$ cat src/cache_config.svh
`ifndef CACHE_CONFIG_SVH
`define CACHE_CONFIG_SVH

// build-time geometry of the direct-mapped cache
// all derived widths are computed in cache_pkg from these three values

// width of a byte address as seen by the requester
`define CACHE_ADDR_WIDTH 32

// total number of data bytes held by the cache
`define CACHE_SIZE 1024

// bytes per cache line, expected to be a power of two
// the line count is CACHE_SIZE / CACHE_LINE_SIZE and should also be a power of two
`define CACHE_LINE_SIZE 32

`endif

$ cat src/cache_pkg.sv
`include "cache_config.svh"

package cache_pkg;

    // number of lines in the cache, one line per index
    localparam int INDEX_COUNT = `CACHE_SIZE / `CACHE_LINE_SIZE;

    // a single-line cache still gets a one-bit index so the ports stay legal
    localparam int INDEX_WIDTH = (INDEX_COUNT > 1) ? $clog2(INDEX_COUNT) : 1;

    // byte offset within a line
    localparam int OFFSET_WIDTH = $clog2(`CACHE_LINE_SIZE);

    // whatever the index and offset leave over of the address
    localparam int TAG_WIDTH = `CACHE_ADDR_WIDTH - INDEX_WIDTH - OFFSET_WIDTH;

    localparam int LINE_WIDTH = `CACHE_LINE_SIZE * 8;

    typedef logic [TAG_WIDTH-1:0]  cache_tag_t;
    typedef logic [LINE_WIDTH-1:0] cache_line_t;

    // byte address split into its cache fields, tag in the upper bits
    typedef struct packed {
        cache_tag_t              tag;
        logic [INDEX_WIDTH-1:0]  index;
        logic [OFFSET_WIDTH-1:0] offset;
    } cache_addr_t;

    // one write into the store, covering both the state bits and the RAMs
    typedef struct packed {
        logic [INDEX_WIDTH-1:0] index;
        logic                   valid;
        logic                   dirty;
        cache_tag_t             tag;
        cache_line_t            line;
    } cache_wr_t;

    // stored entry as it comes out of the store one cycle after the read
    typedef struct packed {
        logic        valid;
        logic        dirty;
        cache_tag_t  tag;
        cache_line_t line;
    } cache_entry_t;

    // lookup result, on a miss tag and line describe the victim
    typedef struct packed {
        logic        hit;
        logic        valid;
        logic        dirty;
        cache_tag_t  tag;
        cache_line_t line;
    } cache_rd_t;

endpackage

$ cat src/cache_hit_check.sv
`timescale 1ns/1ps

// lookup stage behind the store
// pairs each entry with the tag of the request that read it and decides hit or miss
module cache_hit_check (
    input  logic                    clk,
    input  logic                    i_rst_n,

    // request side, same cycle as the read into the store
    input  logic                    i_rd_en,
    input  cache_pkg::cache_tag_t   i_rd_tag,

    // entry from the store, one cycle after the request
    input  cache_pkg::cache_entry_t i_entry,

    // lookup result, valid for exactly one cycle per request
    output logic                    o_rd_valid,
    output cache_pkg::cache_rd_t    o_rd
);

    import cache_pkg::*;

    logic       rd_valid_r;
    cache_tag_t req_tag_r;
    logic       tag_match;

    // the strobe marks which cycles carry a result
    always_ff @(posedge clk or negedge i_rst_n) begin
        if (!i_rst_n) begin
            rd_valid_r <= 1'b0;
        end else begin
            rd_valid_r <= i_rd_en;
        end
    end

    // the request tag only changes when a new read is issued,
    // the same way the store holds its entry between reads
    always_ff @(posedge clk) begin
        if (i_rd_en) begin
            req_tag_r <= i_rd_tag;
        end
    end

    assign tag_match = (i_entry.tag == req_tag_r);

    assign o_rd_valid = rd_valid_r;

    // an invalid entry never hits, whatever its stale tag says
    assign o_rd.hit   = i_entry.valid && tag_match;

    // on a hit these fields are the requested line,
    // on a miss they describe the victim for a later writeback
    assign o_rd.valid = i_entry.valid;
    assign o_rd.dirty = i_entry.dirty;
    assign o_rd.tag   = i_entry.tag;
    assign o_rd.line  = i_entry.line;

endmodule

$ cat config.mk
export PLATFORM = sky130hd
export DESIGN_NAME = cache_hit_check
export DESIGN_NICKNAME = d
export VERILOG_FILES = /design/src/cache_pkg.sv /design/src/cache_hit_check.sv
export VERILOG_INCLUDE_DIRS = /design/src
export SDC_FILE = /design/constraint.sdc
export NUM_CORES = 1
export LEC_CHECK = 0
export BUFFER_PORTS_ARGS = -buffer_cell sky130_fd_sc_hd__buf_2
export CAP_MARGIN = 20
export CELL_PAD_IN_SITES_DETAIL_PLACEMENT = 2
export CELL_PAD_IN_SITES_GLOBAL_PLACEMENT = 2
export CORE_AREA = 2 2 227 229
export DETAILED_ROUTE_END_ITERATION = 12
export DIE_AREA = 0 0 229 231
export PLACE_DENSITY = 0.54
export SLEW_MARGIN = 20
export SYNTH_ARGS = -nofsm -noshare
export SYNTH_HDL_FRONTEND = slang
export SYNTH_SLANG_ARGS = --single-unit
$ cat constraint.sdc
create_clock -name clk -period 2.23 [get_ports clk]
set_input_delay 0.1115 -clock clk [delete_from_list [all_inputs] [get_ports clk]]
set_output_delay 0.1115 -clock clk [all_outputs]
set_load 0.02 [all_outputs]
# After elaboration in Yosys (flattened, before gate mapping)
# Cells that the tools add are included.
# Widths: inputs -> output; s select.
# totals
register_bits	23
input_bits	305
output_inout_bits	282
wordCells	4
# classes
n_eq_ne	1
n_reduce_logical	1
# ops
op	count
$eq 22x22->1	1
$logic_and 1x1->1	1

# Longest topological paths before layout
# depth
word_depth	2
ltp_mapped	4
mapped_depth_nobuf	4

# Worst setup path before layout
# OpenSTA, ideal clock, no wires.
# synth_timing
path_type	flip-flop to output port
from	register req_tag_r[18]
to	output o_rd[280] (netlist name)
t_arrival_ns	1.196
required_time_ns	2.118
setup_slack_ns	0.923
path_stages_with_launch	5
path_buffers	0
cell_sequence	edfxtp_1 -> xor2_1 -> nor4_1 -> nand4_1 -> nor3_2
# synth_rtl
item	line_no	source
from (decl)	cache_hit_check.sv:24	cache_tag_t req_tag_r;
from (signal assigned)	cache_hit_check.sv:40	req_tag_r <= i_rd_tag;
to (decl)	cache_hit_check.sv:18	output cache_pkg::cache_rd_t o_rd

==> run summary <==
The flow ran to the end, and the final reports show no timing, DRC or antenna violations. Maximum fanout along the worst path: 1. Type of the worst setup path: flip-flop to output pin. The via count of the first global-routing pass came out at 1501. In this run, the clock network consumes 36.7% of the power. Routability-driven placement finished with a final weighted congestion of 0.664.

The die span in y came out at 231 um. The critical path endpoint category was an output pin. The gate count of the mapped netlist came out at 333.

Fmax: 562 MHz. The number of antenna violations at the first check in global routing came out at 0. For the worst setup path, the data required time is 2.12 ns. The number of failing hold endpoints at the final stage was 0; the deepest level of the CTS H-tree was 1.

The area of the mapped netlist was 3030 um2. The number of distinct standard cells referenced by the synthesized netlist came out at 9. The worst hold path belongs to the class input port to flip-flop. The post-DP HPWL was 12.7 mm.

The internal portion of the total power is 0.825 mW. The number of placed cells counting well taps was 805; the aggregate global-route resource usage was 4.95%. Clock input transition at the sequential cells of the worst setup and hold paths: 0.06 ns. Gates resized during post-CTS repair numbered 0. The worst path arrival time is 1.67 ns. The total overflow left after global routing is 0. For this design the total switching power over the nets is 0.254 mW. The type of origin of the critical path was a flip-flop. For the final count of negative-setup-slack endpoints, the log shows 0. During placement, the flow inserted port buffers numbering 72. The overall die area is 52900 um2, and the number of maximum-capacitance constraint violations is 0. The root buffer cell chosen for the clock tree is clkbuf_16. The shortest clock period the worst path allows after layout was 1.78 ns; the final layout net count was 436. Slew at the pin with the worst max-slew slack: 0.523 ns. After layout, the design draws a total of 1.08 mW.

For this configuration, the core starts out at a cell density of 5.98%. After the first detailed-routing iteration, the DRC count stood at 38. In the post-synthesis netlist, the biggest area contributors are buf_4 69%, edfxtp_1 22%, xor2_1 4.3%. Sequential cells burn 48.6% of the power. The tools report the number of buffers created by CTS as 3. The mean post-synth cell area is 9.11 um2. Total wirelength of the detailed-routed design: 14.2 mm. TritonCTS built the clock tree.

The Yosys step of the flow raised 0 warnings. The switching part of the total power came out at 23.6%. The fraction of final layout cells sized beyond drive strength 1 was 59.2%; the number of sinks handled by clock tree synthesis was 23. Total of flip-flops plus latches after synthesis: 23.

The post-synthesis cell type with the largest combined area is buf_4. Relative to the synthesized area, the layout overhead comes to -26.4%. 587 I/O pins were placed. The first detailed-routing pass took 3 iterations.

Dividing the final minimum period by the clock period gives 79.7%. The standard cell core area was 50700 um2; the via-per-instance ratio was 1.54. The width of the chip was 229 um.

The sequential area share after synthesis is 22.6%, and the final sum of negative setup slack is 0 ns. The number of nets in the synthesized netlist is 638. For the number of max-slew violations in the final report, the log shows 0. VDD sags by at most 0.450 mV.

For the number of design rule violations left after detail routing, the log shows 0. The logs give 14.7% for the proportion of power drawn by combinational gates and 0.639 nW for the leakage power figure. 0 antenna diodes ended up in the layout. Setup repair after global routing left no endpoint under its margin. Once layout is complete, the cells apart from fillers number 810. The count of nets left with antenna violations once routing finished came out at 0.

The first global-routing pass estimated 16.6 mm of wire. The total power per unit cell area came out at 484 nW/um2. The number of vias in the routed layout was 1244.

Final routed wire length divided by cell count: 17.5 um. No sink is reached through more buffers than the 2 on the longest clock path. The relative slew slack is 65.1%.

The share of Yosys cell area claimed by the top area cell type is 69.3%. In this run the core area contains 83 standard-cell rows. The maximum number of pins on one net before global-route repair came out at 24.
==> critical path, cell delays in order, from the launching register on <==
cell      delay, ns
edfxtp_1       0.38
xor2_1         0.17
nor4_1         0.38
nand4_1        0.15
nor3_2         0.13
buf_2          0.19
==> final cells by class <==
class	count	area [um2]
clock inverters	1	5.00
flip-flops and latches	23	686
repair buffers	73	370
fillers	6105	48400
clock buffers	3	75.1
well taps	680	851
multi-input cells	30	245
==> flip-flops by register name, summed over array words and instances (netlist names) <==
name / cells
o_rd_valid: 1
req_tag_r: 22
==> placed cells by master, fill, tap and decap left out, drive strengths merged <==
cell type	n
clkbuf	3
nor3	2
dlygate4sd3	1
xor2	15
nor4	3
xnor2	7
clkinv	1
edfxtp	22
dfrtp	1
buf	72
nand4	3
==> Yosys cell counts <==
cell,n
nand4_1,3
nor3_2,1
nor4_1,3
nor3_1,1
edfxtp_1,22
buf_4,280
xnor2_1,7
xor2_1,15
dfrtp_1,1
==> worst paths after layout <==
check | to | slack [ns] | depth (start not counted) | from
max in group asynchronous | o_rd_valid | 1.99 | 2 | i_rst_n
hold / removal | req_tag_r[15] | 0.02 | 1 | i_rd_tag[15]
setup / recovery | o_rd[280] | 0.45 | 5 | req_tag_r[21]
min in group asynchronous | o_rd_valid | 0.16 | 2 | i_rst_n
==> metal layers <==
metal / wire length [um] / GRT usage, % / up-vias
li1: - / - / 351
met1: 1970 / 2.01 / 429
met2: 6430 / 7.77 / 367
met3: 4630 / 7.29 / 97
met4: 1160 / 4.16 / 0
met5: 0 / 0 / -
==> metrics by stage <==
step                      setup slack [ns]  hold WS (ns)  utilization (%)  instance area [um2]
after global routing                 0.303        0.0136             4.40                 2230
after detailed placement             0.625        -0.112             4.23                 2140
after CTS                            0.349        0.0111             4.40                 2230
after global placement               0.628        -0.113             4.23                 2140
final                                0.452        0.0185             4.40                 2230
after floorplan                      0.923        -0.184                -                 3030
==> power by group through the flow <==
stage	registers [mW]	clock network, mW	logic, mW
CTS	0.525	0.414	0.165
finish	0.525	0.396	0.159
global placement	0.533	0	0.160
floorplan	0.533	0	0.772
detailed placement	0.535	0	0.162
global route	0.529	0.427	0.176
==> cell families (layout without fill, tap and decap cells) <==
| logic type | after synthesis | in the layout | synth area share, % |
|---|---|---|---|
| and+or+nand+nor | 8 | 8 | 1.73 |
| xor gates and xnor gates | 22 | 22 | 6.35 |
| buffers and inverters | 280 | 77 | 69.3 |
| DFF | 23 | 23 | 22.6 |
==> repair_timing <==
item,in CTS,in global routing
hold endpoints to repair,1,0
setup buffers,0,0
hold buffers,1,0
Note: power is estimated with default switching activity, not from simulation.
